==> src/hw/raster_defs.svh <==
`ifndef RASTER_DEFS_SVH
`define RASTER_DEFS_SVH

// memory byte-address width of the vertex buffer master port
`define RASTER_ADDR_W 26

// three vertices of five attributes each
`define RASTER_TRI_WORDS 15

// default number of whole triangles buffered toward the rasterizer
`define RASTER_FIFO_DEPTH 4

// APB register offsets
`define RASTER_REG_BASE   8'h00
`define RASTER_REG_CTRL   8'h04
`define RASTER_REG_STATUS 8'h08
`define RASTER_REG_COUNT  8'h0C

`endif

==> src/hw/raster_pkg.sv <==
`include "raster_defs.svh"

package raster_pkg;

    // word 0 is the first word read from memory and sits in the low bits
    typedef struct packed {
        logic [`RASTER_TRI_WORDS-1:0][31:0] word;
    } triangle_t;

    typedef struct packed {
        logic                      read;
        logic [`RASTER_ADDR_W-1:0] address;
    } mem_req_t;

    typedef struct packed {
        logic        waitrequest;
        logic        readdatavalid;
        logic [31:0] readdata;
    } mem_rsp_t;

    typedef struct packed {
        logic        psel;
        logic        penable;
        logic        pwrite;
        logic [7:0]  paddr;
        logic [31:0] pwdata;
    } apb_req_t;

    typedef struct packed {
        logic [31:0] prdata;
        logic        pready;
    } apb_rsp_t;

    typedef enum logic [1:0] {
        ISSUE_IDLE,
        ISSUE_HEADER,
        ISSUE_BURST,
        ISSUE_DONE
    } issue_state_e;

    typedef enum logic {
        RECV_HEADER,
        RECV_TRIANGLE
    } recv_state_e;

endpackage

==> src/hw/raster_apb_regs.sv <==
`include "raster_defs.svh"

module raster_apb_regs (
    input  logic                      clock,
    input  logic                      reset,
    input  raster_pkg::apb_req_t      apb_req,
    output raster_pkg::apb_rsp_t      apb_rsp,
    output logic [`RASTER_ADDR_W-1:0] base_addr,
    output logic                      start,
    input  logic                      busy,
    input  logic                      done,
    input  logic                      consumed
);

    logic        access;
    logic        wr_en;
    logic        ctrl_go;
    logic [31:0] count;
    logic [31:0] rd_data;

    // no wait states, so every access phase completes
    assign access = apb_req.psel && apb_req.penable;
    assign wr_en  = access && apb_req.pwrite;

    // a run can only be launched from idle
    assign ctrl_go = wr_en && (apb_req.paddr == `RASTER_REG_CTRL) &&
                     apb_req.pwdata[0] && !busy;

    always_ff @(posedge clock or negedge reset) begin
        if (!reset) begin
            base_addr <= '0;
        end else if (wr_en && (apb_req.paddr == `RASTER_REG_BASE)) begin
            base_addr <= apb_req.pwdata[`RASTER_ADDR_W-1:0];
        end
    end

    always_ff @(posedge clock or negedge reset) begin
        if (!reset) begin
            start <= 1'b0;
        end else begin
            start <= ctrl_go;
        end
    end

    // delivered triangles since the most recent start
    always_ff @(posedge clock or negedge reset) begin
        if (!reset) begin
            count <= '0;
        end else if (start) begin
            count <= '0;
        end else if (consumed) begin
            count <= count + 32'd1;
        end
    end

    always_comb begin
        rd_data = '0;
        case (apb_req.paddr)
            `RASTER_REG_BASE: begin
                rd_data = {{(32 - `RASTER_ADDR_W){1'b0}}, base_addr};
            end
            `RASTER_REG_STATUS: begin
                rd_data = {30'd0, done, busy};
            end
            `RASTER_REG_COUNT: begin
                rd_data = count;
            end
            // CTRL reads back as zero since its only bit is a pulse
            default: begin
                rd_data = '0;
            end
        endcase
    end

    assign apb_rsp.prdata = (access && !apb_req.pwrite) ? rd_data : 32'd0;
    assign apb_rsp.pready = access;

endmodule

==> src/hw/raster_frontend_top.sv <==
`include "raster_defs.svh"

module raster_frontend_top (
    input  logic                  clock,
    input  logic                  reset,
    input  raster_pkg::apb_req_t  apb_req,
    output raster_pkg::apb_rsp_t  apb_rsp,
    output raster_pkg::mem_req_t  mem_req,
    input  raster_pkg::mem_rsp_t  mem_rsp,
    output raster_pkg::triangle_t tri_out,
    output logic                  tri_valid,
    input  logic                  stall
);

    localparam int CNT_W = $clog2(`RASTER_FIFO_DEPTH + 1);

    logic [`RASTER_ADDR_W-1:0] base_addr;
    logic                      start;
    logic                      busy;
    logic                      done;
    logic                      push;
    logic                      pop;
    raster_pkg::triangle_t     push_tri;
    logic [CNT_W-1:0]          free_slots;

    // a triangle leaves whenever one is shown and the rasterizer is ready
    assign pop = tri_valid && !stall;

    raster_apb_regs u_regs (
        .clock     (clock),
        .reset     (reset),
        .apb_req   (apb_req),
        .apb_rsp   (apb_rsp),
        .base_addr (base_addr),
        .start     (start),
        .busy      (busy),
        .done      (done),
        .consumed  (pop)
    );

    vertex_fetch u_fetch (
        .clock      (clock),
        .reset      (reset),
        .base_addr  (base_addr),
        .start      (start),
        .mem_req    (mem_req),
        .mem_rsp    (mem_rsp),
        .push       (push),
        .push_tri   (push_tri),
        .free_slots (free_slots),
        .consumed   (pop),
        .busy       (busy),
        .done       (done)
    );

    triangle_fifo #(
        .DEPTH (`RASTER_FIFO_DEPTH)
    ) u_fifo (
        .clock      (clock),
        .reset      (reset),
        .push       (push),
        .push_tri   (push_tri),
        .pop        (pop),
        .head       (tri_out),
        .not_empty  (tri_valid),
        .free_slots (free_slots)
    );

endmodule

==> src/hw/triangle_fifo.sv <==
`include "raster_defs.svh"

module triangle_fifo #(
    parameter int DEPTH = `RASTER_FIFO_DEPTH
) (
    input  logic                         clock,
    input  logic                         reset,
    input  logic                         push,
    input  raster_pkg::triangle_t        push_tri,
    input  logic                         pop,
    output raster_pkg::triangle_t        head,
    output logic                         not_empty,
    output logic [$clog2(DEPTH+1)-1:0]   free_slots
);

    localparam int PTR_W = (DEPTH > 1) ? $clog2(DEPTH) : 1;
    localparam int CNT_W = $clog2(DEPTH + 1);

    raster_pkg::triangle_t slots [DEPTH];
    logic [PTR_W-1:0]      wr_ptr;
    logic [PTR_W-1:0]      rd_ptr;
    logic [CNT_W-1:0]      count;

    // pointers wrap explicitly so that DEPTH need not be a power of two
    function automatic logic [PTR_W-1:0] next_ptr(input logic [PTR_W-1:0] ptr);
        return (ptr == PTR_W'(DEPTH - 1)) ? '0 : ptr + 1'b1;
    endfunction

    always_ff @(posedge clock) begin
        if (push) begin
            slots[wr_ptr] <= push_tri;
        end
    end

    always_ff @(posedge clock or negedge reset) begin
        if (!reset) begin
            wr_ptr <= '0;
            rd_ptr <= '0;
            count  <= '0;
        end else begin
            if (push) begin
                wr_ptr <= next_ptr(wr_ptr);
            end
            if (pop) begin
                rd_ptr <= next_ptr(rd_ptr);
            end
            if (push && !pop) begin
                count <= count + 1'b1;
            end else if (pop && !push) begin
                count <= count - 1'b1;
            end
        end
    end

    // show-ahead, the oldest triangle is always visible
    assign head       = slots[rd_ptr];
    assign not_empty  = (count != '0);
    assign free_slots = CNT_W'(DEPTH) - count;

endmodule

==> src/hw/vertex_fetch.sv <==
`include "raster_defs.svh"

module vertex_fetch (
    input  logic                                   clock,
    input  logic                                   reset,
    input  logic [`RASTER_ADDR_W-1:0]              base_addr,
    input  logic                                   start,
    output raster_pkg::mem_req_t                   mem_req,
    input  raster_pkg::mem_rsp_t                   mem_rsp,
    output logic                                   push,
    output raster_pkg::triangle_t                  push_tri,
    input  logic [$clog2(`RASTER_FIFO_DEPTH+1)-1:0] free_slots,
    input  logic                                   consumed,
    output logic                                   busy,
    output logic                                   done
);

    localparam int CNT_W = $clog2(`RASTER_FIFO_DEPTH + 1);
    localparam int IDX_W = $clog2(`RASTER_TRI_WORDS);
    localparam logic [IDX_W-1:0] LAST_IDX = IDX_W'(`RASTER_TRI_WORDS - 1);

    raster_pkg::issue_state_e issue_state;
    raster_pkg::recv_state_e  recv_state;

    logic [IDX_W-1:0] send_idx;
    logic [IDX_W-1:0] recv_idx;
    logic [31:0]      tri_count;
    logic [31:0]      issued_cnt;
    logic [31:0]      consumed_cnt;
    logic [CNT_W-1:0] reserved;

    logic accepted;
    logic slot_free;
    logic burst_open;
    logic empty_header;
    logic last_consumed;
    logic finish;

    assign accepted  = mem_req.read && !mem_rsp.waitrequest;

    // slots not yet promised to a burst that is still in flight
    assign slot_free = free_slots > reserved;

    assign burst_open = (issue_state == raster_pkg::ISSUE_BURST) && !mem_req.read &&
                        (issued_cnt != tri_count) && slot_free;

    assign empty_header  = busy && (recv_state == raster_pkg::RECV_HEADER) &&
                           mem_rsp.readdatavalid && (mem_rsp.readdata == 32'd0);
    assign last_consumed = consumed && (consumed_cnt + 32'd1 == tri_count);
    assign finish        = empty_header || last_consumed;

    // request side, the address simply walks up one word per accepted read
    always_ff @(posedge clock or negedge reset) begin
        if (!reset) begin
            issue_state <= raster_pkg::ISSUE_IDLE;
            mem_req     <= '0;
            send_idx    <= '0;
            issued_cnt  <= '0;
        end else if (finish) begin
            issue_state  <= raster_pkg::ISSUE_IDLE;
            mem_req.read <= 1'b0;
        end else begin
            case (issue_state)
                raster_pkg::ISSUE_IDLE: begin
                    if (start) begin
                        mem_req.read    <= 1'b1;
                        mem_req.address <= base_addr;
                        send_idx        <= '0;
                        issued_cnt      <= '0;
                        issue_state     <= raster_pkg::ISSUE_HEADER;
                    end
                end
                raster_pkg::ISSUE_HEADER: begin
                    if (accepted) begin
                        mem_req.read    <= 1'b0;
                        mem_req.address <= mem_req.address + `RASTER_ADDR_W'(4);
                    end else if (!mem_req.read && recv_state == raster_pkg::RECV_TRIANGLE) begin
                        issue_state <= raster_pkg::ISSUE_BURST;
                    end
                end
                raster_pkg::ISSUE_BURST: begin
                    if (accepted) begin
                        mem_req.address <= mem_req.address + `RASTER_ADDR_W'(4);
                        if (send_idx == LAST_IDX) begin
                            mem_req.read <= 1'b0;
                            send_idx     <= '0;
                            issued_cnt   <= issued_cnt + 32'd1;
                        end else begin
                            send_idx <= send_idx + 1'b1;
                        end
                    end else if (!mem_req.read && issued_cnt == tri_count) begin
                        issue_state <= raster_pkg::ISSUE_DONE;
                    end else if (burst_open) begin
                        mem_req.read <= 1'b1;
                    end
                end
                // all bursts are out, wait for the rasterizer to drain them
                raster_pkg::ISSUE_DONE: begin
                    mem_req.read <= 1'b0;
                end
                default: begin
                    issue_state <= raster_pkg::ISSUE_IDLE;
                end
            endcase
        end
    end

    // a slot is held from a burst's first request until its triangle is pushed
    always_ff @(posedge clock or negedge reset) begin
        if (!reset) begin
            reserved <= '0;
        end else begin
            case ({burst_open, push})
                2'b10:   reserved <= reserved + 1'b1;
                2'b01:   reserved <= reserved - 1'b1;
                default: reserved <= reserved;
            endcase
        end
    end

    // response side, data comes back in request order
    always_ff @(posedge clock or negedge reset) begin
        if (!reset) begin
            recv_state <= raster_pkg::RECV_HEADER;
            recv_idx   <= '0;
            tri_count  <= '0;
            push       <= 1'b0;
        end else begin
            push <= 1'b0;
            if (start) begin
                recv_state <= raster_pkg::RECV_HEADER;
                recv_idx   <= '0;
            end else if (mem_rsp.readdatavalid) begin
                case (recv_state)
                    raster_pkg::RECV_HEADER: begin
                        tri_count  <= mem_rsp.readdata;
                        recv_state <= raster_pkg::RECV_TRIANGLE;
                    end
                    raster_pkg::RECV_TRIANGLE: begin
                        if (recv_idx == LAST_IDX) begin
                            recv_idx <= '0;
                            push     <= 1'b1;
                        end else begin
                            recv_idx <= recv_idx + 1'b1;
                        end
                    end
                    default: begin
                        recv_state <= raster_pkg::RECV_HEADER;
                    end
                endcase
            end
        end
    end

    always_ff @(posedge clock) begin
        if (mem_rsp.readdatavalid && recv_state == raster_pkg::RECV_TRIANGLE) begin
            push_tri.word[recv_idx] <= mem_rsp.readdata;
        end
    end

    always_ff @(posedge clock or negedge reset) begin
        if (!reset) begin
            consumed_cnt <= '0;
            busy         <= 1'b0;
            done         <= 1'b0;
        end else if (start) begin
            consumed_cnt <= '0;
            busy         <= 1'b1;
            done         <= 1'b0;
        end else begin
            if (consumed) begin
                consumed_cnt <= consumed_cnt + 32'd1;
            end
            if (finish) begin
                busy <= 1'b0;
                done <= 1'b1;
            end
        end
    end

endmodule

==> config.mk <==
export PLATFORM = sky130hd
export DESIGN_NAME = raster_frontend_top
export DESIGN_NICKNAME = d
export VERILOG_FILES = /design/src/hw/raster_pkg.sv /design/src/hw/raster_apb_regs.sv /design/src/hw/raster_frontend_top.sv /design/src/hw/triangle_fifo.sv /design/src/hw/vertex_fetch.sv
export VERILOG_INCLUDE_DIRS = /design/src /design/src/hw
export SDC_FILE = /design/constraint.sdc
export NUM_CORES = 2
export LEC_CHECK = 0
export ABC_AREA = 1
export ABC_CLOCK_PERIOD_IN_PS = 15400
export BUFFER_PORTS_ARGS = -buffer_cell sky130_fd_sc_hd__buf_2
export CORE_MARGIN = 2
export CORE_UTILIZATION = 40
export CTS_BUF_LIST = sky130_fd_sc_hd__clkbuf_8
export CTS_CLUSTER_SIZE = 14
export DETAILED_ROUTE_END_ITERATION = 16
export HOLD_SLACK_MARGIN = 0.02
export PLACE_DENSITY_LB_ADDON = 0.08
export SYNTH_ARGS = -nofsm -noshare
export SYNTH_HDL_FRONTEND = slang
export SYNTH_HIERARCHICAL = 1
export SYNTH_SLANG_ARGS = --single-unit
==> constraint.sdc <==
create_clock -name clock -period 15.4 [get_ports clock]
set_input_delay 3.08 -clock clock [delete_from_list [all_inputs] [get_ports clock]]
set_output_delay 3.08 -clock clock [all_outputs]
set_load 0.005 [all_outputs]
# Word-level counts from Yosys, hierarchy flattened
# Memories as Yosys holds them, arrays and structs flattened.
# Cells that the tools add are included.
# Widths: inputs -> output; s select.
[totals] memories=1 wordCells=187 mem_bits_rw=1920 ff_bits=686 out_inout_bits=541
[memory_table] name="u_fifo.slots" words=4 word_bits=480 rd=1 rd_ports_with_merged_regs=0 wr=1 line="triangle_fifo.sv:19" source="raster_pkg::triangle_t slots [DEPTH];"
[op_classes] mux=55 order_cmp=3 n_reduce_logical=50 addsub=13 n_eq_ne=28 bitwise_logic=3
[ops] op="$bwmux 480" count=1
[ops] op="$mux 32" count=9
[ops] op="$demux 32 s4" count=1
[ops] op="$add 32x1->32 const B" count=3
[ops] op="$pmux 32 s3" count=1
[ops] op="$pmux 26 s3" count=1
[ops] op="$eq 32x32->1" count=2
[ops] op="$pmux 32 s2" count=1
[ops] op="$mux 27" count=2
[ops] op="$logic_not 32->1" count=1
[ops] op="$ne 32x32->1" count=1
[ops] op="$mux 4" count=7
[ops] op="$add 26x3->26 const B" count=1
[ops] op="$mux 26" count=1
[ops] op="$logic_and 1x1->1" count=22
[ops] op="$mux 1" count=17
[ops] op="$eq 8x4->1 const B" count=2
[ops] op="$mux 2" count=8
[ops] op="$reduce_and 5->1" count=3
[ops] op="$reduce_bool 2->1" count=7
[ops] op="$eq 2x2->1 const B" count=5
[ops] op="$add 4x1->4 const B" count=2
[ops] op="$eq 4x4->1 const B" count=2
[ops] op="$eq 8x3->1 const B" count=1
[ops] op="32 further kinds" count=51

# Logic depth before layout (Yosys ltp)
[logic_depth] ltp_word=9 mapped_depth=21 mapped_depth_nobuf=20

# By module
# The synthesis kept the hierarchy.
[by_module_without_submodules] mod="triangle_fifo" area_each_um2=76126.8 n_inst=1 cells_each=5657
[by_module_without_submodules] mod="vertex_fetch" area_each_um2=24385.9 n_inst=1 cells_each=2015
[by_module_without_submodules] mod="raster_apb_regs" area_each_um2=3697.3 n_inst=1 cells_each=505
[by_module_without_submodules] mod="raster_frontend_top" area_each_um2=10.0 n_inst=1 cells_each=2

# Least setup slack after synthesis
# Ideal clock, no wire load.
[synth_path] path_kind="reg2reg" start="register u_fifo.wr_ptr[0]" end="memory u_fifo/slots[0][0] (netlist name) (enable)" arrival_ns=9.951 setup_ns=0.829 t_required_ns=14.571 stages_incl_launch_ff=5 slack_ns=4.620 synth_period_minus_slack_ns=10.780 cell_sequence="dfrtp_1 > inv_1 > ha_1 > nand2_1 > inv_1"
[synth_rtl] element="start, declared" line="triangle_fifo.sv:20" source="logic [PTR_W-1:0] wr_ptr;"
[synth_rtl] element="start signal, assigned" line="triangle_fifo.sv:42" source="wr_ptr <= next_ptr(wr_ptr);"
[synth_rtl] element="end, declared" line="triangle_fifo.sv:19"
# Straight into the memory's write port.

==> out/results.ini <==
[logic_synthesis]
ys_async_sr_fraction_pct=7.90
synth_edf_count=2400
syn-num-nets=8285
ys_warn_count=6
ys_ff_latch=2606
syn_avg_cell_area_sq_um=12.7
yosysTopAreaCell=edfxtp_1
yosysMostFrequentCell=edfxtp_1
syn_area_sq_mm=0.104
synth_top_cell_area_share_pct=69.2
synth_cell_type_count=48
synthesis.instances=8179
synth_common_cells=2,400 x edfxtp_1, 2,146 x nand2_1, 1,188 x inv_1
seq_area_frac_synth_pct=74.1
synth-main-ff-cell=edfxtp_1
synth_area_leaders=edfxtp_1 69%, nand2_1 7.7%, o211ai_1 6.9%, dfrtp_1 4.9%, inv_1 4.3%

[clock_network]
cts_tree=done
cts_sinks=2606
clk_pin_slew_ns=0.06
cts_root_buf=clkbuf_8
cts_hold_buf=0
clk_latency_ns=1.12
htree_levels=5
cts_resized=0
postCtsSetupBuffers=0
cts_buffers=449
cts_max_path_buffers=4

[outcome]
status=completed

[sta]
setup_viol=0
setup_ws_ns=6.75
fmax_ghz=0.116
skew_ns=0.127
period_minus_slack_ns=8.65
min_period_over_period_pct=56.2
max_slew_margin_pct=13.8
fin_setup_tns_ns=0
rsz0062_at_grt=false
worst_pin_slew_ns=1.28
slew_viol_final=0
holdWs_ns=0.381
hold_viol_final=0

[worst_setup_path]
max_stage_delay_ns=0.98
slowest_stage=buf_4
cp_cell_sequence=inv_8 > buf_4 > buf_4 > buf_4 > nand2_1 > o211ai_1 > nand2_1 > buf_2
cp-end-kind=output port
start_kind=flip-flop
arrival_ns=5.57
critPathKind=reg2out
path_max_fanout=156
cp_common_cell=buf_4
worstPathRequired_ns=12.32

[global_routing]
grt_busiest_layer=met2
grt_pass1_vias=60600
antenna_found_initial=55
grt_use_met3_pct=3.71
overflow=0
use_met1_pct=30.6
grt_usage_pct=22.2
grt_max_degree=229
use_met2_pct=35.9
grt_pass1_wl_microns=424000

[min_path]
hold_class=reg2reg

[route]
first_iter_violations=5099
first_pass_iters=6
drcViolationCount=0
final_antenna_net_count=0
drt-wirelength-per-cell_microns=23.4
viasPerCell=5.00
num_vias=63700
drt_wl_total_microns=299000

[placement]
place_area_sq_mm=0.111
post-place-ws_ns=7.64
port_buffers=614
place_congestion=0.852
dp_hpwl_microns=171000

[die]
die-area_sq_mm=0.265
initial_core_util_pct=40.2
die_h_microns=514
rows=187
coreArea_sq_mm=0.259
pin_count=621
fp.dieW_microns=514

[power]
powerDensity_mw_per_mm2=157
power.leakage_nw=46.5
ir_worst_vdd_v=0.000161

[final_layout]
nNetsFinal=9098
drive_gt1_share_pct=14.8
nFillCells=23500
areaGrowthSynthToFinish_pct=13.9
design_area_sq_mm=0.119
fin_util_pct=45.7

[job]
maxCapViolations=0

## critical path, delay by kind of cell, from the launching register on
family,cells,cell delay [ns]
DFF,1,0.45
and+or+nand+nor,2,0.24
AOI/OAI and AO/OA,1,0.13
buffers and inverters,5,3.50
## logic make-up after synthesis
logic type	after synthesis	synth area share [%]
AOI/OAI and AO/OA	1162	8.10
xor gates and xnor gates	62	0.521
adders and majority gates	26	0.327
buffers and inverters	1574	6.33
DFF	2606	74.1
and+or+nand+nor	2749	10.6
## placed cells by master, fill, tap and decap left out, drive strengths merged, types with 4 or more instances in the layout
master  count
diode      22
clkinv    169
inv      1351
xor2       45
xnor2      17
nor4       13
nor3       32
nand3b      5
dfrtp     206
a21oi      78
nand3     176
nand2    2155
nor2      290
buf       739
bufinv     10
edfxtp   2400
o21ai      90
nand4      67
or2         4
ha         24
o22ai      25
o211ai    961
clkbuf    459
## registers in the layout, summed over array words and instances, names as in the netlist, 2 cells and up
register	count
u_fetch/issued_cnt	32
u_fifo/wr_ptr	2
u_fifo/slots	1920
u_fifo/rd_ptr	2
u_fetch/issue_state	2
u_fetch/push_tri	480
u_fetch/reserved	3
u_fetch/mem_req	27
u_fifo/count	3
u_fetch/consumed_cnt	32
u_regs/base_addr	26
u_fetch/recv_idx	4
u_fetch/send_idx	4
u_regs/count	32
u_fetch/tri_count	32
## cell type report
class / count / area (sq um) / share of cell area (%)
clock buffer: 458 / 6300 / 5.31
tap: 3402 / 4260 / 3.59
timing repair buffer: 740 / 4170 / 3.51
multi-input combinational: 3999 / 20500 / 17.3
inverter: 1196 / 4540 / 3.82
sequential: 2606 / 77200 / 65.1
clock inverter: 335 / 1630 / 1.37
antenna: 22 / 55.1 / 0.0464
## layer usage
metal | up-vias | part of all wire (%)
li1 | 30100 | -
met1 | 31200 | 44
met2 | 1942 | 47
met3 | 476 | 6.1
met4 | 6 | 2.7
met5 | - | 0.012
## per-stage QoR
stage	power [mW]	cells
3_5_place_dp	13.2	11900
4_1_cts	18.9	12700
6_report	18.6	12800
3_3_place_gp	13.2	11900
5_1_grt	19.6	12700
2_1_floorplan	11.0	8179
## report_power, final
group	leakage (nW)	total [mW]	switching, mW	internal, mW
Clock	4.64	5.63	2.73	2.91
Sequential	24.3	8.09	0.163	7.93
Combinational	17.5	4.87	3.38	1.49
## final timing paths
| check | start | slack (ns) | endpoint | cells after the start |
|---|---|---|---|---|
| worst min-delay path | u_fetch/push_tri[356]$_DFFE_PP_ | 0.38 | u_fifo/slots[3][356]$_DFFE_PP_ | 0 |
| worst min register to register | u_fetch/push_tri[356]$_DFFE_PP_ | 0.38 | u_fifo/slots[3][356]$_DFFE_PP_ | 0 |
| min in group asynchronous | reset | 2.08 | u_regs/count[22]$_DFFE_PN0P_ | 1 |
| worst max-delay path | u_fifo/rd_ptr[0]$_DFFE_PN0P_ | 6.75 | tri_out[370] | 8 |
| worst max register to register | u_fifo/wr_ptr[0]$_DFFE_PN0P_ | 11.06 | u_fifo/slots[0][339]$_DFFE_PP_ | 7 |
| max in group asynchronous | reset | 11.73 | u_fetch/mem_req[15]$_DFFE_PN0P_ | 2 |
Note: power is estimated with default switching activity, not from simulation.
